--- src/design/bus_idle_watchdog.sv ---
`timescale 1ns/1ns

module bus_idle_watchdog #(
  parameter int N_PORTS    = 3,
  parameter int IDLE_LIMIT = 1000
) (
  input  logic               aclk,
  input  logic               hard_resetn,
  input  logic [N_PORTS-1:0] i_active,
  output logic               o_timeout
);

  localparam int CNT_W = $clog2(IDLE_LIMIT + 1);

  logic [CNT_W-1:0] idle_cnt_q;
  logic             timeout_q;
  logic             any_active;

  assign any_active = |i_active;
  assign o_timeout  = timeout_q;

  always_ff @(posedge aclk or negedge hard_resetn) begin
    if (!hard_resetn) begin
      idle_cnt_q <= '0;
      timeout_q  <= 1'b0;
    end else begin
      if (any_active) begin
        idle_cnt_q <= '0;
      end else if (idle_cnt_q != CNT_W'(IDLE_LIMIT)) begin
        idle_cnt_q <= idle_cnt_q + 1'b1;  // Saturates at the limit
      end
      if (!any_active && idle_cnt_q == CNT_W'(IDLE_LIMIT - 1)) timeout_q <= 1'b1;
    end
  end

  // Sticky until reset
  a_timeout_sticky: assert property (@(posedge aclk) disable iff (!hard_resetn)
    o_timeout |=> o_timeout);

endmodule

--- config.mk ---
export PLATFORM = sky130hd
export DESIGN_NAME = bus_idle_watchdog
export DESIGN_NICKNAME = d
export VERILOG_FILES = /design/src/design/bus_idle_watchdog.sv
export SDC_FILE = /design/constraint.sdc
export NUM_CORES = 1
export LEC_CHECK = 0
export BUFFER_PORTS_ARGS = -buffer_cell sky130_fd_sc_hd__buf_2
export CORE_AREA = 2 2 39 41
export CTS_CLUSTER_SIZE = 8
export DETAILED_ROUTE_END_ITERATION = 8
export DIE_AREA = 0 0 41 43
export GPL_TIMING_DRIVEN = 0
export PLACE_DENSITY = 0.76
export SLEW_MARGIN = 5
export SYNTH_ARGS = -nofsm -noshare
export SYNTH_HDL_FRONTEND = slang
export SYNTH_SLANG_ARGS = --single-unit
--- constraint.sdc ---
create_clock -name aclk -period 1.4 [get_ports aclk]
set_clock_uncertainty 0.2 [all_clocks]
set_input_delay 0.35 -clock aclk [delete_from_list [all_inputs] [get_ports aclk]]
set_output_delay 0.35 -clock aclk [all_outputs]
set_load 0.03 [all_outputs]
==> impl_metrics.toml <==
[place]
pre_cts_ws_ns = -0.317
gp_congestion = 0.739
placement.io_buffers = 5
dp.final_hpwl_um = 893

[synthesis]
post_synthesis_instance_area_um2 = 589
synth.top_cell.area_share_pct = 46.7
synth.avg_cell_area_um2 = 9.66
ys_ff_latch = 11
ys_top_cells_by_area = "sky130_fd_sc_hd__dfrtp_1 47%, sky130_fd_sc_hd__nand2_1 5.1%, sky130_fd_sc_hd__ha_1 4.2%"
post_synth_num_cell_types = 21
synth_top_area_cell = "sky130_fd_sc_hd__dfrtp_1"
number_of_instances_in_the_synthesized_netlist = 61
postSynthNetCount = 68
synth_seq_area_share_pct = 46.7
ys_warns = 0

[floorplan]
die-height_um = 43
num_rows = 14
io-pin-count = 6
placeableCoreArea_um2 = 1380
start_util_pct = 42.6
design.die.area_um2 = 1760
die_w_um = 41

[power_and_ir_drop]
seq_power_share_pct = 56.0
p_leak_nw = 0.309
powerDensity_nw_per_um2 = 696
comb_power_share_pct = 5.6
switching_share_pct = 22.9
p_int_w = 0.000442
max-vdd-ir-drop_uv = 418
netSwitchingPower_w = 0.000131
clock_power_share_pct = 38.4

[setup_path]
r2r-start = "idle_cnt_q[0]$_DFFE_PN0P_"
timing_worst_setup_path_type = "reg2reg"
crit_path_start_kind = "register"
start_point_of_the_critical_path = "idle_cnt_q[0]$_DFFE_PN0P_"
cp-end-kind = "register"
termination_of_the_worst_setup_path = "idle_cnt_q[8]$_DFFE_PN0P_"
worst-r2r-cell-count = 4
worst-path-max-fanout = 5
crit-reg2reg-capture = "idle_cnt_q[8]$_DFFE_PN0P_"
ff2ff_setup_slack_ns = -0.22
critPathArrivalTime_ns = 1.61
worstPathRequired_ns = 1.38

[global_routing]
grt.overflow.total = 0
grt_antenna_before_repair = 0
grt_pass1_wl_mm = 2.13
track_usage_pct = 17.8
first_global_vias = 503
largest_net_degree_at_the_start_of_global_routing = 12

[sta]
holdWs_ns = 0.198
finalCritPeriodShare_pct = 116
post_route_setup_slack_ns = -0.223
final_max_slew_viol_count = 0
slew_headroom_pct = 66.7
fmax_ghz = 0.616
setup_viol_count_final = 7
measured_slew_at_the_worst_slew_check_pin_ns = 0.496
grt_setup_unrepaired = "true"
shortest_period_the_worst_path_allows_ns = 1.62
final-hold-violation-count = 0

[route]
ant_nets = 0
via_count = 539
postRouteWirelength_mm = 1.51
detailedRoute.firstPassIterationCount = 4
drt_drc_violations_left = 0
routed_wire_length_per_instance_um = 15.6
route.detailed.vias_per_inst = 5.56
drt_iter0_drc = 13

[finish]
layout-area-overhead-vs-synth_pct = 39.5
antenna-diode-count = 0
nFillCells = 126
layout.area.seq_um2 = 279
drive_gt1_share_pct = 39.5
finalNetCount = 89
multi_input_comb_area_um2 = 362

[clock_network]
tritoncts = "done"
cts-buffers-inserted = 3
h_tree_level_count = 1
cell_at_the_root_of_the_clock_tree = "sky130_fd_sc_hd__clkbuf_4"
clock_path_buffers = 2
clk_latency_ns = 0.26
cts_sinks = 11
clock_pin_slew_on_the_worst_setup_and_hold_paths_ns = 0.07

[flow_run]
maxCapViolCount = 0

[outcome]
failed_checks = "setup timing"
outcome = "finished with violations"

[hold_path]
min-delay-start = "i_active[2]"
min_path_type = "in2reg"
==> layout by cell type (no fill, tap or decap), types with 2 or more instances in the layout <==
cell,count
sky130_fd_sc_hd__buf_4,9
sky130_fd_sc_hd__dfrtp_1,8
sky130_fd_sc_hd__nand2_1,7
sky130_fd_sc_hd__buf_2,4
sky130_fd_sc_hd__nand3_4,3
sky130_fd_sc_hd__nand3b_1,3
sky130_fd_sc_hd__o31ai_1,3
sky130_fd_sc_hd__clkbuf_4,3
sky130_fd_sc_hd__dfrtp_2,3
sky130_fd_sc_hd__inv_1,2
sky130_fd_sc_hd__or3_1,2
sky130_fd_sc_hd__clkbuf_1,2
sky130_fd_sc_hd__nand3_1,2
sky130_fd_sc_hd__xor2_1,2
sky130_fd_sc_hd__nor2_1,2
sky130_fd_sc_hd__mux2i_1,2
sky130_fd_sc_hd__or4_1,2
sky130_fd_sc_hd__a21oi_1,2
sky130_fd_sc_hd__a21oi_2,2
sky130_fd_sc_hd__nor3_1,2
sky130_fd_sc_hd__o21a_1,2
sky130_fd_sc_hd__buf_6,2
==> power groups by stage <==
stage / Sequential [W] / Clock (W) / Combinational, W
2_1_floorplan: 0.000327 / 0 / 0.00000816
3_3_place_gp: 0.000327 / 0 / 0.0000221
3_5_place_dp: 0.000328 / 0 / 0.0000232
4_1_cts: 0.000321 / 0.000223 / 0.0000286
5_1_grt: 0.000321 / 0.000247 / 0.0000360
6_report: 0.000321 / 0.000220 / 0.0000318
==> cells in the mapped netlist <==
| cell | n |
|---|---|
| sky130_fd_sc_hd__inv_1 | 3 |
| sky130_fd_sc_hd__o31ai_1 | 3 |
| sky130_fd_sc_hd__nor4_2 | 1 |
| sky130_fd_sc_hd__mux2i_1 | 2 |
| sky130_fd_sc_hd__a41o_1 | 1 |
| sky130_fd_sc_hd__nand3b_1 | 3 |
| sky130_fd_sc_hd__nor3_1 | 3 |
| sky130_fd_sc_hd__or4_1 | 3 |
| sky130_fd_sc_hd__a21oi_1 | 4 |
| sky130_fd_sc_hd__or3_1 | 2 |
| sky130_fd_sc_hd__xor2_1 | 2 |
| sky130_fd_sc_hd__nand3_2 | 1 |
| sky130_fd_sc_hd__o21a_1 | 2 |
| sky130_fd_sc_hd__nor2_1 | 2 |
| sky130_fd_sc_hd__nand3_1 | 4 |
| sky130_fd_sc_hd__dfrtp_1 | 11 |
| sky130_fd_sc_hd__nor2b_1 | 1 |
| sky130_fd_sc_hd__clkbuf_1 | 1 |
| sky130_fd_sc_hd__ha_1 | 2 |
| sky130_fd_sc_hd__o21ai_0 | 2 |
| sky130_fd_sc_hd__nand2_1 | 8 |
==> logic make-up after synthesis <==
kind of cell | Yosys count | synth area share (%)
AOI/OAI and AO/OA | 12 | 13.2
buffers and inverters | 4 | 2.55
and+or+nand+nor | 28 | 27.0
adders and majority gates | 2 | 4.25
muxes | 2 | 3.40
DFF | 11 | 46.7
xor gates and xnor gates | 2 | 2.97
==> critical path: stages (launching register included) <==
cell,delay (ns)
sky130_fd_sc_hd__dfrtp_1,0.43
sky130_fd_sc_hd__ha_2,0.26
sky130_fd_sc_hd__nand2_2,0.09
sky130_fd_sc_hd__or4_1,0.40
sky130_fd_sc_hd__a21oi_1,0.16
==> worst min-delay path by stage <==
stage / end / slack (ns) / cells after the start
final: idle_cnt_q[6]$_DFFE_PN0P_ / 0.20 / 3
after global routing: idle_cnt_q[6]$_DFFE_PN0P_ / 0.22 / 3
after CTS: idle_cnt_q[6]$_DFFE_PN0P_ / 0.25 / 3
after detailed placement: idle_cnt_q[7]$_DFFE_PN0P_ / 0.03 / 1
after global placement: idle_cnt_q[8]$_DFFE_PN0P_ / 0.03 / 1
after floorplan: idle_cnt_q[0]$_DFFE_PN0P_ / -0.15 / 0
==> repair_timing <==
item                                    CTS  global route
endpoints found under the hold margin    11             0
hold buffers                              1             0
endpoints found under the setup margin    7            10
gates resized for setup                   4            14
pin swaps                                 0             4
setup buffers                             3             7
==> state kept, by name, indices dropped and copies added (netlist names) <==
name        count
idle_cnt_q     10
o_timeout       1
==> metal layers <==
layer / vias to the layer above / wire length [um] / GRT usage, %
met5: - / 0 / 0
met4: 0 / 9 / 6.00
met3: 2 / 41 / 4.71
met2: 14 / 868 / 29.4
met1: 260 / 594 / 21.3
li1: 263 / - / -
==> stage by stage <==
| stage | utilization (%) | cells | total power, W | TNS (ns) | instance area, um2 |
|---|---|---|---|---|---|
| 3_3_place_gp | 46.7 | 82 | 0.000349 | -1.55 | 647 |
| 3_5_place_dp | 46.7 | 82 | 0.000351 | -1.82 | 647 |
| 2_1_floorplan | - | 61 | 0.000335 | -0.224 | 602 |
| 5_1_grt | 59.4 | 97 | 0.000604 | -1.55 | 822 |
| 4_1_cts | 52.2 | 90 | 0.000572 | -0.919 | 722 |
| 6_report | 59.4 | 97 | 0.000572 | -1.02 | 822 |
==> final cells by class <==
class	count	area share [%]
repair buffers	16	14.6
inverters	3	1.37
well taps	16	2.44
clock buffers	4	3.20
flip-flops and latches	11	33.9
multi-input cells	46	44.0
plain buffers	1	0.457
Power figures use the tool's default switching activity.
