**src/design/mem_bus_pkg.sv**
```systemverilog
package mem_bus_pkg;

  // ==================================================
  // Bus geometry
  // ==================================================
  localparam int ADDR_W  = 16;
  localparam int DATA_W  = 32;
  localparam int STRB_W  = DATA_W / 8;
  localparam int WORD_AW = ADDR_W - 2;  // Word address into the array

  typedef logic [ADDR_W-1:0] addr_t;
  typedef logic [DATA_W-1:0] data_t;
  typedef logic [STRB_W-1:0] strb_t;

  // Response codes
  typedef logic [1:0] resp_t;
  localparam resp_t RESP_OKAY   = 2'd0;
  localparam resp_t RESP_SLVERR = 2'd2;

  // ==================================================
  // AXI channel payloads
  // ==================================================
  typedef struct packed {
    addr_t addr;
  } aw_t;

  typedef struct packed {
    addr_t addr;
  } ar_t;

  typedef struct packed {
    data_t data;
    strb_t strb;
  } w_t;

  typedef struct packed {
    data_t data;
    resp_t resp;
  } r_t;

  // Port to arbiter request
  typedef struct packed {
    logic               we;
    logic [WORD_AW-1:0] waddr;
    data_t              wdata;
    strb_t              strb;
  } sram_req_t;

endpackage

```
**src/design/sram_arbiter.sv**
```systemverilog
`timescale 1ns/1ns

module sram_arbiter import mem_bus_pkg::*; #(
  parameter int N_PORTS = 3
) (
  input  logic               aclk,
  input  logic               hard_resetn,
  input  logic [N_PORTS-1:0] i_req_valid,
  input  sram_req_t          i_req [N_PORTS],
  output logic [N_PORTS-1:0] o_gnt,
  output logic               o_sram_en,
  output sram_req_t          o_sram_req
);

  localparam int PTR_W = (N_PORTS > 1) ? $clog2(N_PORTS) : 1;

  logic [PTR_W-1:0]   last_q;
  logic [PTR_W-1:0]   win;
  logic [N_PORTS-1:0] gnt;
  logic               found;

  // ==================================================
  // Round-robin pick starting after the last winner
  // ==================================================
  always_comb begin
    int idx;
    gnt   = '0;
    found = 1'b0;
    win   = last_q;
    for (int i = 1; i <= N_PORTS; i++) begin
      idx = (int'(last_q) + i) % N_PORTS;
      if (!found && i_req_valid[idx]) begin
        found    = 1'b1;
        gnt[idx] = 1'b1;
        win      = PTR_W'(idx);
      end
    end
  end

  assign o_gnt      = gnt;
  assign o_sram_en  = found;
  assign o_sram_req = i_req[win];

  always_ff @(posedge aclk or negedge hard_resetn) begin
    if (!hard_resetn) begin
      last_q <= PTR_W'(N_PORTS - 1);  // Port 0 goes first
    end else if (found) begin
      last_q <= win;
    end
  end

  a_gnt_onehot: assert property (@(posedge aclk) disable iff (!hard_resetn)
    $onehot0(o_gnt));

  a_gnt_to_req: assert property (@(posedge aclk) disable iff (!hard_resetn)
    (o_gnt & ~i_req_valid) == '0);

endmodule

```
**config.mk**
```make
export PLATFORM = sky130hd
export DESIGN_NAME = sram_arbiter
export DESIGN_NICKNAME = d
export VERILOG_FILES = /design/src/design/mem_bus_pkg.sv /design/src/design/sram_arbiter.sv
export SDC_FILE = /design/constraint.sdc
export NUM_CORES = 1
export LEC_CHECK = 0
export ABC_AREA = 1
export BUFFER_PORTS_ARGS = -buffer_cell sky130_fd_sc_hd__buf_2
export CAP_MARGIN = 20
export CORE_MARGIN = 8
export CORE_UTILIZATION = 37
export DETAILED_ROUTE_END_ITERATION = 10
export GPL_TIMING_DRIVEN = 0
export PLACE_DENSITY = 0.93
export RECOVER_POWER = 50
export SKIP_CTS_REPAIR_TIMING = 1
export SLEW_MARGIN = 20
export SYNTH_ARGS = -nofsm -noshare
export SYNTH_HDL_FRONTEND = slang
export SYNTH_SLANG_ARGS = --single-unit
```
**constraint.sdc**
```tcl
create_clock -name aclk -period 3.1 [get_ports aclk]
set_clock_uncertainty 0.1 [all_clocks]
set_input_delay 0.62 -clock aclk [delete_from_list [all_inputs] [get_ports aclk]]
set_output_delay 0.62 -clock aclk [all_outputs]
set_load 0.005 [all_outputs]
```
==> impl_metrics.csv, run 1 <==
group,metric,value,unit
setup_path,path_class,"flop to output port",
placed_design,dp_hpwl,8370,um
synth,ys_ff_latch,2,
floorplan,die_w,92,um
grt,grt_pass1_wl,15900,um
setup_path,crit_fanout,10,
final_layout,area_growth,78.7,%
setup_path,slowest_stage,"dfstp_2",
detailed_routing,final_antenna_net_count,0,
grt,grt_max_degree,11,
final_layout,mostFrequentLayoutCell,"buf_2",
floorplan,coreArea,0.00554,sq mm
setup_path,rr_endpoint,"last_q[1]",
setup_path,cp_data_arrival_time,2.58,ns
floorplan,initial_core_util,38.6,%
synth,synth_top_cell_by_area,"nand3_1",
timing,rsz0062_at_grt,"yes",
detailed_routing,viasPerCell,4.97,
setup_path,cp-endpoint,"o_sram_req[17]",
synth,syn_avg_cell_area,4.69,sq um
synth,synth_top_family_by_area,"simple AND/OR/NAND/NOR gates",
timing,period_needed,3.30,ns
floorplan,design.die.area,0.00846,sq mm
clock_tree,cts-htree-levels,1,
final_layout,nets,852,
synth,synth.distinct_cells,21,
clock_tree,clock_latency,0.21,ns
setup_path,rr_worst_depth,11,
clock_tree,cts_buffer_depth,2,
clock_tree,cts.sinks,2,
timing,setup_tns,-8.89,ns
setup_path,crit_chain,"inv_4 -> ha_4 -> inv_4 -> nor2_1 -> o21ai_2 -> nand3_4 -> nor2_4 -> buf_6 -> nor2_4 -> buf_12 -> buf_6 -> nand3_1 -> nand2_1 -> buf_2",
detailed_routing,first_pass_iters,5,
synth,synth_xor_area_share,0,%
setup_path,critPathMaxStageDelay,0.58,ns
floorplan,die_y,92,um
timing,fin_crit_sh,107,%
synth,yosys.area_share.simple,64.3,%
synth,syn_area,0.00214,sq mm
timing,hold_viol,0,
floorplan,num_rows,27,
grt,grt_usage,21.5,%
placed_design,post-place-ws,-0.0932,ns
final_layout,multi_input_area,0.00167,sq mm
synth,synthAdderAreaFrac,2.34,%
synth,synth_warnings,0,
synth,seq_area_frac_synth,2.40,%
detailed_routing,wl_per_cell,14.3,um
clock_tree,clkSlewWorstSetupHoldPaths,0.03,ns
grt,antenna_found_initial,0,
timing,setup_viol,52,
timing,slew_headroom,76.9,%
worst_hold_path,hold_path_class,"primary input to asynchronous set/reset pin",
floorplan,io_pins,213,
setup_path,required,2.38,ns
placed_design,gp_congestion,0.914,
synth,synthMuxAreaShare,0,%
synth,postSynthCellCount,456,
run_status,violations,"setup timing",
synth,yosys-top-cells-area,"nand3_1 38%, nand2_1 21%, inv_1 20%",
detailed_routing,dr_total_vias,3783,
detailed_routing,wirelength,10900,um
setup_path,crit_start,"last_q[1]",
synth,synth_top_area_share,37.7,%
setup_path,startpoint_type,"flop",
final_layout,fill_cells,486,
setup_path,rrSetupSlack,0.83,ns
final_layout,largest_register,"last_q",
final_layout,layout_common_cells,"213 x buf_2, 144 x nand3_1, 116 x nand2_1",
final_layout,post-route-cell-area,0.00382,sq mm
final_layout,drive_above_1_share,44.3,%
timing,worst_pin_slew,0.347,ns
detailed_routing,drt_iter0_markers,159,
clock_tree,cts_tree,"yes",
clock_tree,numCtsBuffers,3,
setup_path,reg2reg_from,"last_q[1]",
setup_path,crit_path_end_kind,"output port",
synth,synth_compound_area_share,2.34,%
detailed_routing,drcViolationCount,0,
final_layout,seqCellArea,51.3,sq um
run_status,outcome,"finished, violations left",
timing,fmax,303,MHz
timing,slew_viol_final,0,
final_layout,largestRegisters,"last_q (2)",
grt,overflow,0,
placed_design,io_buffers,212,
final_layout,largest_reg_flops,2,
placed_design,placed_area,0.00329,sq mm
final_layout,n_antenna_cell,0,
timing,layout_setup_ws,-0.204,ns
synth,syn-num-nets,618,
clock_tree,clock-root-buffer,"clkbuf_8",
grt,grt_pass1_vias,3630,
flow_run,drv_cap,0,
-- routing by layer --
layer  global-route usage [%]  wire length (um)  up-vias
met3                     5.46               926       22
met2                     41.6              5600      197
met4                     5.37               184        0
met1                     22.4              4170     1685
li1                         -                 -     1879
met5                        0                 0        -
-- Yosys cell counts --
cell and count:
nor2_4 3, buf_2 20, nand2_1 120, buf_1 3, nor2_1 6, ha_1 4, a21oi_2 1, buf_6 5
nand3_2 2, inv_2 4, inv_1 112, clkbuf_1 2, dfstp_2 1, o21ai_0 1, dfrtp_1 1, o21ai_2 2
o21ai_1 2, nand3_1 161, nand2_2 4, o221ai_1 1, nand3_4 1
-- logic make-up after synthesis --
family,Yosys count
fa+ha+maj,4
flops,2
simple gates,297
buf+inv,146
compound gates,7
-- area by class of cell --
cell class | count | area share, %
buffer | 30 | 7.93
clock buffer | 4 | 1.18
inverter | 116 | 11.6
multi-input combinational | 309 | 43.7
sequential | 2 | 1.34
tap | 72 | 2.36
timing repair buffer | 228 | 31.8
-- through the flow --
stage	std cells	hold slack (ns)	util, %
global route	761	0.0847	68.9
detailed placement	740	0.306	59.3
floorplan	456	0.224	-
finish	761	0.0843	68.9
CTS	744	0.0843	60.2
global placement	740	0.305	59.3
-- worst max-delay path: cells and delay by family, from the launching register on --
family	cells	cell delay [ns]
buffers and inverters	6	0.66
and+or+nand+nor	6	0.65
adders and majority gates	1	0.18
AOI/OAI and AO/OA	1	0.29
DFF	1	0.58
-- worst min path at each step --
| stage | endpoint | cells past startpoint |
|---|---|---|
| finish | last_q[0] | 1 |
| global placement | last_q[0] | 1 |
| detailed placement | last_q[0] | 1 |
| global route | last_q[0] | 1 |
| floorplan | last_q[0] | 0 |
| CTS | last_q[0] | 1 |
Power of run 1 is left out: the tool's default activity adds up to more than one toggle a clock period on the data nets, which glitch-free logic cannot reach.
==> inputs of run 2 (changes only) <==
--- a/config.mk
+++ b/config.mk
@@ -8,6 +8,7 @@
 export ABC_AREA = 1
 export BUFFER_PORTS_ARGS = -buffer_cell sky130_fd_sc_hd__buf_2
 export CAP_MARGIN = 20
+export CORE_ASPECT_RATIO = 1.4
 export CORE_MARGIN = 8
 export CORE_UTILIZATION = 37
 export DETAILED_ROUTE_END_ITERATION = 10
==> run 2 against run 1 <==
The flow still finishes with violations (setup timing). Design area rose by 0.82%. Sequential share of layout area about the same. Core utilization down 1.8 points. Critical path depth is 1 higher. Die area is 0.40% higher. Non-clock buffer count rose by 3. Clock-buffer cell count unchanged. Via count rose by 0.40%. Flip-flop and latch count unchanged. Register-to-register slack better by 0.04 ns. Setup slack better by 0.081 ns.
==> impl_metrics.csv, run 2 (same netlist as run 1, synthesis figures left out) <==
group,metric,value,unit
run_status,outcome,"finished, violations left",
run_status,violations,"setup timing",
grt,grt_pass1_vias,3567,
grt,grt_pass1_wl,15900,um
final_layout,seqCellArea,52.6,sq um
placed_design,placed_area,0.00329,sq mm
final_layout,mostFrequentLayoutCell,"buf_2",
grt,antenna_found_initial,0,
clock_tree,cts_buffer_depth,2,
final_layout,largest_reg_flops,2,
detailed_routing,wl_per_cell,14.6,um
clock_tree,clkSlewWorstSetupHoldPaths,0.03,ns
clock_tree,cts-htree-levels,1,
final_layout,largestRegisters,"last_q (2)",
final_layout,area_growth,80.2,%
setup_path,rr_worst_depth,13,
setup_path,reg2reg_from,"last_q[1]",
floorplan,initial_core_util,37.2,%
timing,period_needed,3.22,ns
timing,setup_tns,-3.50,ns
setup_path,rrSetupSlack,0.87,ns
setup_path,cp-endpoint,"o_sram_req[25]",
final_layout,n_antenna_cell,0,
setup_path,crit_family,"simple AND/OR/NAND/NOR gates",
timing,worst_pin_slew,0.234,ns
floorplan,design.die.area,0.00850,sq mm
timing,slew_viol_final,0,
grt,overflow,0,
timing,whs,0.0855,ns
setup_path,startpoint_type,"flop",
floorplan,coreArea,0.00574,sq mm
floorplan,num_rows,33,
floorplan,die_y,106,um
floorplan,io_pins,213,
setup_path,slowest_stage,"dfstp_2",
clock_tree,clock_latency,0.21,ns
final_layout,largest_register,"last_q",
worst_hold_path,hold_path_class,"primary input to asynchronous set/reset pin",
timing,layout_setup_ws,-0.123,ns
setup_path,crit_start,"last_q[1]",
final_layout,post-route-cell-area,0.00385,sq mm
detailed_routing,final_antenna_net_count,0,
detailed_routing,dr_total_vias,3798,
final_layout,layout_common_cells,"215 x buf_2, 142 x nand3_1, 111 x nand2_1",
timing,fmax,310,MHz
setup_path,rr_endpoint,"last_q[1]",
placed_design,io_buffers,212,
setup_path,cp_data_arrival_time,2.50,ns
setup_path,cp_num_cells,15,
flow_run,drv_cap,0,
detailed_routing,wirelength,11100,um
setup_path,critPathBufInv,4,
timing,rsz0062_at_grt,"yes",
clock_tree,cts_tree,"yes",
final_layout,multi_input_area,0.00170,sq mm
detailed_routing,drcViolationCount,0,
placed_design,gp_congestion,0.976,
setup_path,critPathMaxStageDelay,0.57,ns
timing,hold_viol,0,
clock_tree,clock-root-buffer,"clkbuf_8",
final_layout,drive_above_1_share,45.7,%
clock_tree,cts.sinks,2,
timing,setup_viol,48,
placed_design,post-place-ws,-0.146,ns
final_layout,nets,854,
setup_path,required,2.38,ns
setup_path,crit_fanout,5,
timing,slew_headroom,84.4,%
timing,fin_crit_sh,104,%
detailed_routing,first_pass_iters,5,
clock_tree,numCtsBuffers,3,
final_layout,fill_cells,536,
floorplan,die_w,80.2,um
grt,grt_usage,22.0,%
setup_path,crit_path_end_kind,"output port",
detailed_routing,drt_iter0_markers,232,
grt,grt_max_degree,11,
setup_path,crit_chain,"ha_4 -> inv_4 -> nand2_4 -> nand3_4 -> nand2_4 -> nor2_4 -> nand2_2 -> nand2_4 -> nor2_4 -> nor2_4 -> buf_6 -> clkbuf_16 -> nand3_1 -> nand2_1 -> buf_2",
setup_path,path_class,"flop to output port",
detailed_routing,viasPerCell,4.99,
placed_design,dp_hpwl,8480,um
## run 2: changes by cell type in the layout (fill, tap and decap cells not counted), moves of 3 or more
cell       change
buf_6         -10
buf_4          +9
nand2_1        -5
nand2_4        +4
clkbuf_16      +3
## run 2: layout make-up
type | count | area share [%]
buffer | 30 | 6.27
clock buffer | 4 | 1.17
inverter | 116 | 11.5
multi-input combinational | 308 | 44.0
sequential | 2 | 1.36
tap | 70 | 2.27
timing repair buffer | 231 | 33.4
## run 2: worst min path at each step
stage	slack (ns)	from	endpoint	cells after the start
6_report	0.09	hard_resetn	last_q[0]	1
3_3_place_gp	0.30	hard_resetn	last_q[0]	1
4_1_cts	0.08	hard_resetn	last_q[0]	1
5_1_grt	0.09	hard_resetn	last_q[0]	1
3_5_place_dp	0.31	hard_resetn	last_q[0]	1
2_1_floorplan	0.22	hard_resetn	last_q[0]	0
## run 2: layer usage
layer,track usage (%),wire length (um)
met5,0,0
met4,6.53,360
met3,3.97,1050
met2,40.8,5750
met1,24.3,3970
## run 2: stage by stage
step                      util, %  instances
final                        67.1        761
after global placement       57.2        738
after detailed placement     57.2        738
after CTS                    58.0        742
after global routing         67.1        761
after floorplan                 -        456
Power of run 2 is left out for the same reason.
