`src/design/mem_bus_pkg.sv`:
```
package mem_bus_pkg;

  // ==================================================
  // Bus geometry
  // ==================================================
  localparam int ADDR_W  = 16;
  localparam int DATA_W  = 32;
  localparam int STRB_W  = DATA_W / 8;
  localparam int WORD_AW = ADDR_W - 2;  // Word address into the array

  typedef logic [ADDR_W-1:0] addr_t;
  typedef logic [DATA_W-1:0] data_t;
  typedef logic [STRB_W-1:0] strb_t;

  // Response codes
  typedef logic [1:0] resp_t;
  localparam resp_t RESP_OKAY   = 2'd0;
  localparam resp_t RESP_SLVERR = 2'd2;

  // ==================================================
  // AXI channel payloads
  // ==================================================
  typedef struct packed {
    addr_t addr;
  } aw_t;

  typedef struct packed {
    addr_t addr;
  } ar_t;

  typedef struct packed {
    data_t data;
    strb_t strb;
  } w_t;

  typedef struct packed {
    data_t data;
    resp_t resp;
  } r_t;

  // Port to arbiter request
  typedef struct packed {
    logic               we;
    logic [WORD_AW-1:0] waddr;
    data_t              wdata;
    strb_t              strb;
  } sram_req_t;

endpackage

```
`src/design/axi_sram_port.sv`:
```
`timescale 1ns/1ns

module axi_sram_port import mem_bus_pkg::*; #(
  parameter bit CHECK_ALIGN = 1'b1
) (
  input  logic      aclk,
  input  logic      hard_resetn,
  input  logic      i_aw_valid,
  input  aw_t       i_aw,
  input  logic      i_w_valid,
  input  w_t        i_w,
  input  logic      i_b_ready,
  input  logic      i_ar_valid,
  input  ar_t       i_ar,
  input  logic      i_r_ready,
  input  logic      i_gnt,
  input  data_t     i_rdata,
  output logic      o_aw_ready,
  output logic      o_w_ready,
  output logic      o_b_valid,
  output resp_t     o_b_resp,
  output logic      o_ar_ready,
  output logic      o_r_valid,
  output r_t        o_r,
  output logic      o_req_valid,
  output sram_req_t o_req,
  output logic      o_active
);

  typedef enum logic [1:0] {
    ST_IDLE,
    ST_WAIT_GNT,
    ST_WAIT_RDATA,
    ST_RESP
  } state_t;

  state_t    state_q;
  sram_req_t req_q;
  logic      is_write_q;
  resp_t     resp_q;
  data_t     rdata_q;

  logic wr_acc;
  logic rd_acc;
  logic wr_misalign;
  logic rd_misalign;
  logic resp_done;

  assign wr_misalign = CHECK_ALIGN && (i_aw.addr[1:0] != 2'b00);
  assign rd_misalign = CHECK_ALIGN && (i_ar.addr[1:0] != 2'b00);

  // Write has priority over a read offered on the same cycle
  assign wr_acc = (state_q == ST_IDLE) && i_aw_valid && i_w_valid;
  assign rd_acc = (state_q == ST_IDLE) && i_ar_valid && !i_aw_valid && !i_w_valid;

  assign o_aw_ready  = wr_acc;
  assign o_w_ready   = wr_acc;
  assign o_ar_ready  = rd_acc;
  assign o_b_valid   = (state_q == ST_RESP) && is_write_q;
  assign o_r_valid   = (state_q == ST_RESP) && !is_write_q;
  assign o_b_resp    = resp_q;
  assign o_r         = '{data: rdata_q, resp: resp_q};
  assign o_req_valid = (state_q == ST_WAIT_GNT);
  assign o_req       = req_q;

  assign resp_done = (o_b_valid && i_b_ready) || (o_r_valid && i_r_ready);
  assign o_active  = wr_acc || rd_acc || resp_done;  // aw and w move together

  always_ff @(posedge aclk or negedge hard_resetn) begin
    if (!hard_resetn) begin
      state_q <= ST_IDLE;
    end else begin
      case (state_q)
        ST_IDLE: begin
          if (wr_acc) state_q <= wr_misalign ? ST_RESP : ST_WAIT_GNT;
          else if (rd_acc) state_q <= rd_misalign ? ST_RESP : ST_WAIT_GNT;
        end
        ST_WAIT_GNT: begin
          if (i_gnt) state_q <= is_write_q ? ST_RESP : ST_WAIT_RDATA;
        end
        ST_WAIT_RDATA: state_q <= ST_RESP;  // Array output valid now
        ST_RESP: begin
          if (resp_done) state_q <= ST_IDLE;
        end
        default: state_q <= ST_IDLE;
      endcase
    end
  end

  always_ff @(posedge aclk) begin
    if (wr_acc) begin
      req_q      <= '{we: 1'b1, waddr: i_aw.addr[ADDR_W-1:2], wdata: i_w.data, strb: i_w.strb};
      is_write_q <= 1'b1;
      resp_q     <= wr_misalign ? RESP_SLVERR : RESP_OKAY;
    end else if (rd_acc) begin
      req_q      <= '{we: 1'b0, waddr: i_ar.addr[ADDR_W-1:2], wdata: '0, strb: '0};
      is_write_q <= 1'b0;
      resp_q     <= rd_misalign ? RESP_SLVERR : RESP_OKAY;
      rdata_q    <= '0;  // Error reads return zero
    end else if (state_q == ST_WAIT_RDATA) begin
      rdata_q    <= i_rdata;
    end
  end

  // Response must wait for the master
  a_b_hold: assert property (@(posedge aclk) disable iff (!hard_resetn)
    o_b_valid && !i_b_ready |=> o_b_valid && $stable(o_b_resp));

  // Request held until the arbiter picks it
  a_req_hold: assert property (@(posedge aclk) disable iff (!hard_resetn)
    o_req_valid && !i_gnt |=> o_req_valid && $stable(o_req));

endmodule

```
`config.mk`:
```
export PLATFORM = sky130hd
export DESIGN_NAME = axi_sram_port
export DESIGN_NICKNAME = d
export VERILOG_FILES = /design/src/design/mem_bus_pkg.sv /design/src/design/axi_sram_port.sv
export SDC_FILE = /design/constraint.sdc
export NUM_CORES = 1
export LEC_CHECK = 0
export ABC_AREA = 1
export BUFFER_PORTS_ARGS = -buffer_cell sky130_fd_sc_hd__buf_4
export CAP_MARGIN = 10
export CORE_MARGIN = 2
export CORE_UTILIZATION = 44
export CTS_BUF_LIST = sky130_fd_sc_hd__clkbuf_16
export CTS_CLUSTER_SIZE = 24
export DETAILED_ROUTE_END_ITERATION = 12
export HOLD_SLACK_MARGIN = 0.08
export PLACE_DENSITY = 0.8
export SYNTH_ARGS = -nofsm -noshare
export SYNTH_HDL_FRONTEND = slang
export SYNTH_SLANG_ARGS = --single-unit
```
`constraint.sdc`:
```
create_clock -name aclk -period 3.5 [get_ports aclk]
set_clock_uncertainty 0.15 [all_clocks]
set_input_delay 0.35 -clock aclk [delete_from_list [all_inputs] [get_ports aclk]]
set_output_delay 0.35 -clock aclk [all_outputs]
set_load 0.005 [all_outputs]
```
==> flow_summary.yaml, run 1 <==
outcome:
  status: "completed"
worst_setup_path:
  startpoint_type: "flop"
  end_kind: "primary output"
  cp.required_ns: 3.00
  criticalPathCategory: "reg2out"
  worstPathArrival_ns: 2.16
  critPathMaxFanout: 39
layout:
  diodes: 0
  nets: 647
  nFillCells: 623
  final_layout_size_suffix_gt1_frac: 0.419
  areaGrowthSynthToFinish_pct: 53.3
sta:
  layout_min_cycle_time_ns: 2.66
  setup_violations: 0
  hold_violations: 0
  max_freq_mhz: 376
  finalSetupTns_ns: 0
  final_max_slew_viol_count: 0
  hold_ws_ns: 0.133
  worst_pin_slew_ns: 0.627
  grt_setup_unrepaired: "false"
  period_share: 0.761
  max_slew_margin: 0.582
clock_network:
  cts_buffer_depth: 2
  clk_root_buffer_cell: "clkbuf_16"
  cts_resized: 0
  cts_tree: "done"
  hold_buffers: 1
  clk_pin_slew_worst_paths_ns: 0.07
  clock_sinks: 86
  post_cts_buffers: 0
  worstSkewPairLatency_ns: 0.32
  cts-htree-levels: 3
  cts_buffers: 9
synthesis:
  syn_inst: 332
  syn_area_mm2: 0.00361
  yosys_warnings: 0
  synth.most_common_cell: "edfxtp_1"
  synthDistinctLibCells: 19
  ys_ff_latch: 86
  synth_top_area_cell: "edfxtp_1"
  synth_common_cells: "83 x edfxtp_1, 77 x inv_1, 75 x nor2_1"
  seq_area_frac_synth: 0.710
  synth_area_per_cell_um2: 10.9
  yosys-top-cells-area: "edfxtp_1 69%, inv_1 8.0%, nor2_1 7.8%"
  yosys_most_used_dff: "edfxtp_1"
  synth_top_area_share: 0.690
  synth-edff-count: 83
  ys_async_sr_fraction: 0.0233
pwr:
  vdd_drop_max_mv: 0.387
  power.total_mw: 3.65
  p_sw_mw: 0.990
  p_per_area_mw_per_mm2: 659
  power_frac_comb: 0.270
  p_int_mw: 2.66
  clkPwrFrac: 0.300
  pwr-share-seq: 0.430
  power.leakage_nw: 2.73
  switching_share: 0.271
route:
  top_layer: "met4"
  drt_pre_antenna_iters: 4
  wire_per_inst_um: 14.4
  route.detailed.drc: 0
  wl_met2_um: 5080
  vias_per_cell: 4.47
  vias: 2879
  wl_um: 9250
  postRouteAntennaNets: 0
  wl_met3_um: 519
  wl_met1_um: 3390
  drt_iter0_markers: 122
global_routing:
  grt_pass1_wl_um: 13300
  globalRouteOverflowTotal: 0
  antenna_found_initial: 0
  grt_max_degree: 51
  grt_pass1_vias: 2778
  track_usage: 0.199
floorplan:
  core_area_mm2: 0.00809
  fp.dieW_um: 94.6
  rows: 33
  start_util: 0.446
  io_pins: 202
  dieArea_mm2: 0.00894
  die_height_um: 94.6
placed_design:
  dp_hpwl_um: 6830
  place.gp.congestion: 0.795
  port_buffers: 199
job:
  maxCapViolCount: 0
worst_hold_path:
  hold_path_class: "in2reg"
[cell usage in the layout (no fill, tap or decap)]
cell type and count:
conb_1 2, nor2_2 1, edfxtp_1 83, ha_1 5
and2_1 1, nand3_2 2, nand2_1 56, nand2_2 2
nand3_1 7, clkbuf_16 9, inv_2 1, clkinv_2 1
nand4_1 2, bufinv_16 3, o21ai_0 1, nor2_1 74
dfrtp_1 2, dlygate4sd3_1 1, inv_6 2, clkinvlp_4 1
clkinv_1 1, inv_1 77, dfxtp_1 1, buf_4 204
[final timing paths]
check	start	to	slack [ns]	cells after the start
worst max-delay path	state_q[0]	o_active	0.84	6
worst min-delay path	i_aw[10]	o_req[44]	0.13	3
worst max register to register	state_q[0]	o_req[34]	1.11	5
worst min register to register	state_q[1]	state_q[1]	0.42	2
max in group asynchronous	hard_resetn	state_q[1]	2.92	2
min in group asynchronous	hard_resetn	state_q[0]	0.19	2
[stage by stage]
stage                     setup WS, ns  std cells   util  instance area, um2
after floorplan                  0.380        333      -                3610
after global placement            1.18        627  0.640                5180
after detailed placement          1.12        627  0.640                5180
after CTS                        0.822        644  0.684                5530
after global routing             0.684        644  0.684                5530
final                            0.837        644  0.684                5530
[state kept, by name (all words and copies together), names as in the netlist]
signal,flops
rdata_q,32
is_write_q,1
state_q,2
o_req,50
o_b_resp,1
[logic make-up (layout without fill, tap and decap cells)]
logic type | count (synthesis) | after routing | share of synthesized area
adder cells (fa/ha/maj) | 5 | 5 | 0.0173
AND/OR/NAND/NOR | 145 | 145 | 0.159
buffers and inverters | 94 | 300 | 0.111
flip-flops | 86 | 86 | 0.710
AO/OA/AOI/OAI | 1 | 1 | 0.00139
other | 1 | 2 | 0.00104
[per-layer routing]
layer,GRT usage,vias up
li1,-,1416
met1,0.224,1331
met2,0.369,110
met3,0.0311,22
met4,0.0882,0
met5,0,-
[cell type report]
class                      count  area (um2)  area share
tap                          105         131      0.0237
inverter                      79         297      0.0536
sequential                    86        2560       0.463
clock buffer                   9         225      0.0407
timing repair buffer         205        1540       0.279
multi-input combinational    153         656       0.118
clock inverter                 7         120      0.0217
[power groups by stage]
stage / clock [mW] / combinational, mW / sequential (mW)
after floorplan: 0 / 0.376 / 1.61
after global placement: 0 / 0.960 / 1.58
after detailed placement: 0 / 0.984 / 1.59
after CTS: 1.10 / 0.991 / 1.57
after global routing: 1.15 / 1.08 / 1.59
final: 1.09 / 0.984 / 1.57
[critical path, cell delays in order, from the launching register on]
cell,delay (ns)
dfrtp_1,0.42
inv_1,0.12
ha_1,0.26
nand3_2,0.29
buf_4,0.44
nand4_1,0.15
buf_4,0.17
(Power assumes the default switching activity.)
==> inputs of run 2 (changes only) <==
- ABC_AREA: 1 -> 0
- CORE_UTILIZATION: 44 -> 39
- PLACE_DENSITY: 0.8 -> 0.75
- clock period: 3.5 -> 2.4 ns (I/O delays scaled with it)
==> run 2 against run 1 <==
Net effect:
- synthesized area shrank 3.5%
- total power grew 35%
- count of clock-buffer cells in the layout is the same
- combinational power up 48%
- critical path depth stayed put
- global-route usage decreased by 0.074 points
- highest routed layer unchanged
- clock power rose by 19%
- critical path type unchanged
==> flow_summary.yaml, run 2 <==
route:
  wl_um: 9740
  route.detailed.drc: 0
  postRouteAntennaNets: 0
  vias_per_cell: 4.46
  drt_iter0_markers: 80
  drt_pre_antenna_iters: 4
  vias: 2778
  wire_per_inst_um: 15.6
placed_design:
  dp_cells: 513
  place.gp.congestion: 0.764
  port_buffers: 199
  pre_cts_ws_ns: 0.0504
  dpl_cell_area_mm2: 0.00510
  dp_hpwl_um: 6320
synthesis:
  yosys_most_used_dff: "edfxtp_1"
  synth_top_area_share: 0.715
  syn_area_mm2: 0.00348
  synth_top_area_cell: "edfxtp_1"
  synth-edff-count: 83
  yosys-top-cells-area: "edfxtp_1 72%, and2_1 6.5%, nor2b_1 5.2%"
  synth_area_per_cell_um2: 16.2
  ys_async_sr_fraction: 0.0233
  ys_ff_latch: 86
  syn_inst: 215
  synth.most_common_cell: "edfxtp_1"
  synth_common_cells: "83 x edfxtp_1, 36 x and2_1, 29 x nor2b_1"
  synthDistinctLibCells: 28
  yosys_warnings: 0
  seq_area_frac_synth: 0.735
worst_setup_path:
  startpoint_type: "flop"
  end_kind: "primary output"
  worstRegToRegCells: 7
  criticalPathCategory: "reg2out"
  critPathMaxFanout: 13
  r2r_slack_ns: 0.16
  rr_startpoint: "state_q[1]"
  r2r-end: "rdata_q[13]"
  worstPathArrival_ns: 1.89
  cp.required_ns: 2.01
sta:
  finalSetupTns_ns: 0
  hold_violations: 0
  layout_min_cycle_time_ns: 2.28
  grt_setup_unrepaired: "false"
  final_max_slew_viol_count: 0
  max_freq_mhz: 438
  setup_violations: 0
  period_share: 0.951
  layout_setup_ws_ns: 0.119
pwr:
  p_int_mw: 3.67
  power_frac_comb: 0.297
  p_sw_mw: 1.26
  power.leakage_nw: 2.70
  vdd_drop_max_mv: 0.496
  switching_share: 0.256
  clkPwrFrac: 0.264
  pwr-share-seq: 0.440
  p_per_area_mw_per_mm2: 778
clock_network:
  cts_buffer_depth: 2
  cts-htree-levels: 3
  cts_buffers: 9
  clk_root_buffer_cell: "clkbuf_16"
  clock_sinks: 86
  worstSkewPairLatency_ns: 0.32
  clk_pin_slew_worst_paths_ns: 0.06
  cts_tree: "done"
global_routing:
  grt_pass1_wl_um: 14700
  track_usage: 0.198
  grt_pass1_vias: 2909
  antenna_found_initial: 0
  grt_max_degree: 57
  globalRouteOverflowTotal: 0
worst_hold_path:
  whs_path_depth: 2
  hold_path_class: "in2reg"
  hold_end: "rdata_q[20]"
  worstHoldStart: "i_rdata[20]"
layout:
  fin_area_mm2: 0.00633
  final_layout_size_suffix_gt1_frac: 0.449
  diodes: 0
  largest_reg_flops: 50
  finalNonFillerCells: 623
  final_common_cell: "buf_4"
  postLayoutCoreUtil: 0.730
  nets: 624
  layout_common_cells: "203 x buf_4, 94 x dlygate4sd3_1, 83 x edfxtp_1"
  areaGrowthSynthToFinish_pct: 81.8
floorplan:
  fp.dieW_um: 98.5
  start_util: 0.402
  dieArea_mm2: 0.00971
  die_height_um: 98.5
  core_area_mm2: 0.00868
  rows: 34
  io_pins: 202
outcome:
  status: "completed"
job:
  maxCapViolCount: 0
-- run 2: critical path: stages, from the launching register on --
cell and delay, ns:
dfrtp_1 0.36, inv_1 0.10, ha_1 0.23, and3_2 0.24, or2_4 0.32, o21bai_1 0.18, buf_4 0.14
-- run 2: metal layers --
metal	share of wire	vias up	GRT usage
met4	0.030	0	0.0864
met1	0.36	1295	0.212
met5	0	-	0
met2	0.55	121	0.372
met3	0.056	23	0.0440
li1	-	1339	-
-- run 2: how the worst max path moves through the flow --
| stage | from | endpoint | depth (start not counted) | slack, ns |
|---|---|---|---|---|
| final | state_q[1] | o_active | 6 | 0.12 |
| after global routing | state_q[1] | o_active | 6 | 0.06 |
| after CTS | state_q[1] | o_active | 6 | 0.07 |
| after detailed placement | state_q[1] | o_req[46] | 5 | 0.05 |
| after global placement | state_q[1] | o_req[46] | 5 | 0.13 |
| after floorplan | state_q[0] | o_active | 6 | 0.03 |
-- run 2: power by group through the flow --
stage	logic [mW]	clock network, mW	registers, mW
floorplan	0.498	0	2.22
global placement	1.28	0	2.18
detailed placement	1.32	0	2.20
CTS	1.45	1.34	2.17
global route	1.56	1.39	2.20
finish	1.46	1.30	2.17
-- run 2: final cells by class --
| cell class | instances | area [um2] |
|---|---|---|
| fill | 553 | 2340 |
| clock inverter | 6 | 56.3 |
| tap | 108 | 135 |
| clock buffer | 9 | 225 |
| multi-input combinational | 111 | 835 |
| inverter | 4 | 15.0 |
| sequential | 86 | 2560 |
| timing repair buffer | 299 | 2500 |
-- run 2: cells by family after synthesis --
kind of cell / count (synthesis) / synth area share
AOI/OAI and AO/OA: 5 / 0.0136
and+or+nand+nor: 81 / 0.146
DFF: 86 / 0.735
adders and majority gates: 5 / 0.0180
muxes: 18 / 0.0567
other: 1 / 0.00108
buffers and inverters: 19 / 0.0294
-- run 2: stage by stage --
| step | hold slack (ns) | power [mW] |
|---|---|---|
| after floorplan | -0.206 | 2.72 |
| after detailed placement | -0.122 | 3.51 |
| final | 0.0830 | 4.93 |
| after global placement | -0.124 | 3.46 |
| after CTS | 0.0813 | 4.95 |
| after global routing | 0.0868 | 5.15 |
-- run 2: timing repair --
| action | CTS | global route |
|---|---|---|
| setup buffers | 0 | 1 |
| pin swaps | 0 | 0 |
| hold buffers | 94 | 0 |
| gates cloned | 0 | 0 |
| gates resized for setup | 1 | 0 |
| setup endpoints to repair | 1 | 1 |
| endpoints found under the hold margin | 80 | 0 |
==> inputs of run 3 (changes only) <==
- CORE_ASPECT_RATIO: not set -> 1.4
- CTS_BUF_LIST: sky130_fd_sc_hd__clkbuf_16 -> not set
- MAX_ROUTING_LAYER: not set -> met4
==> run 3 against run 2 <==
Net effect:
- combinational power decreased by 4%
- sequential cell count stayed put
- non-clock buffer count is 2 lower
- final cell count is 0.64% lower
- total power shrank 2.2%
- register-to-register slack is essentially flat
- worst setup slack got worse by 0.025 ns
- count of clock-buffer cells in the layout up 3
- sequential share of layout area increased by 0.37 points
- design area decreased by 0.91%
- hold slack worse by 0.00060 ns
- fmax down 1.1%
- highest routed layer unchanged
==> flow_summary.yaml, run 3 (synthesis gave the netlist of run 2 again) <==
sta:
  setup_violations: 0
  period_share: 0.961
  max_freq_mhz: 434
  layout_setup_ws_ns: 0.0934
  final_max_slew_viol_count: 0
  finalSetupTns_ns: 0
  hold_violations: 0
  max_slew_margin: 0.564
  layout_min_cycle_time_ns: 2.31
  hold_ws_ns: 0.0824
  grt_setup_unrepaired: "false"
  worst_pin_slew_ns: 0.654
worst_setup_path:
  critPathMaxFanout: 5
  cp_top_family: "simple AND/OR/NAND/NOR gates"
  startpoint_type: "flop"
  critical_path_buf_inv_count: 2
  crit_chain: "inv_1 > ha_1 > and4bb_1 > or2_2 > o21bai_1 > buf_4"
  cp.required_ns: 2.01
  cp_slowest_cell: "dfrtp_1"
  criticalPathCategory: "reg2out"
  cpPeakStageDelay_ns: 0.37
  worstPathArrival_ns: 1.92
  end_kind: "primary output"
clock_network:
  clock_sinks: 86
  cts-htree-levels: 3
  clk_root_buffer_cell: "clkbuf_16"
  post_cts_buffers: 0
  cts_resized: 0
  clk_pin_slew_worst_paths_ns: 0.06
  cts_buffer_depth: 2
  cts_tree: "done"
  hold_buffers: 93
  worstSkewPairLatency_ns: 0.32
  cts_buffers: 9
placed_design:
  pre_cts_ws_ns: 0.125
  dp_cells: 510
  dpl_cell_area_mm2: 0.00508
  port_buffers: 199
  place.gp.congestion: 0.749
  dp_hpwl_um: 6690
layout:
  areaGrowthSynthToFinish_pct: 80.1
  diodes: 0
  fin_area_mm2: 0.00628
  regArea_mm2: 0.00256
  nets: 622
  largest_reg_flops: 50
  postLayoutCoreUtil: 0.725
  nFillCells: 584
  layout_common_cells: "203 x buf_4, 93 x dlygate4sd3_1, 83 x edfxtp_1"
  finalNonFillerCells: 619
  multi_input_area_um2: 832
  final_common_cell: "buf_4"
  final_layout_size_suffix_gt1_frac: 0.447
worst_hold_path:
  hold_path_class: "in2reg"
global_routing:
  globalRouteOverflowTotal: 0
  grt_pass1_wl_um: 15600
  grt_max_degree: 52
  antenna_found_initial: 0
  track_usage: 0.224
  grt_pass1_vias: 3098
floorplan:
  rows: 40
  fp.dieW_um: 83.9
  die_height_um: 116
  dieArea_mm2: 0.00972
  core_area_mm2: 0.00866
  io_pins: 202
  start_util: 0.402
pwr:
  vdd_drop_max_mv: 0.587
  p_per_area_mw_per_mm2: 768
  power.leakage_nw: 2.67
  power.total_mw: 4.82
route:
  vias: 2860
  wire_per_inst_um: 17.4
  drt_iter0_markers: 141
  route.detailed.drc: 0
  vias_per_cell: 4.62
  wl_um: 10800
  drt_pre_antenna_iters: 4
  postRouteAntennaNets: 0
outcome:
  status: "completed"
job:
  maxCapViolCount: 0
[run 3: changes by cell type in the layout (fill, tap and decap cells not counted), sizes merged]
cell	change
buf	-1
clkbuf	+3
inv	-2
bufinv	-1
clkinv	+1
dlygate4sd3	-1
[run 3: routing by layer]
layer  share of wire  vias up  track usage
li1                -     1339            -
met1            0.33     1341        0.211
met2            0.57      150        0.418
met3           0.062       30       0.0527
met4           0.038        0        0.119
met5               0        -            -
[run 3: path summary, 6_finish.rpt]
kind                        startpoint          end  slack, ns  cells past startpoint
max                         state_q[0]     o_active       0.09                      6
min                        i_rdata[21]  rdata_q[21]       0.08                      2
min in group asynchronous  hard_resetn   state_q[0]       0.63                      3
min reg2reg                 is_write_q   is_write_q       0.43                      2
max reg2reg                 state_q[0]  rdata_q[31]       0.15                      7
max in group asynchronous  hard_resetn   state_q[1]       1.35                      3
[run 3: area by class of cell]
type,count,area share
clock inverter,4,0.00379
multi-input combinational,111,0.133
timing repair buffer,297,0.394
sequential,86,0.408
clock buffer,12,0.0377
inverter,4,0.00239
tap,105,0.0209
[run 3: where the power goes]
| group | internal (mW) | switching [mW] |
|---|---|---|
| clock | 0.697 | 0.539 |
| sequential | 2.06 | 0.122 |
| combinational | 0.795 | 0.608 |
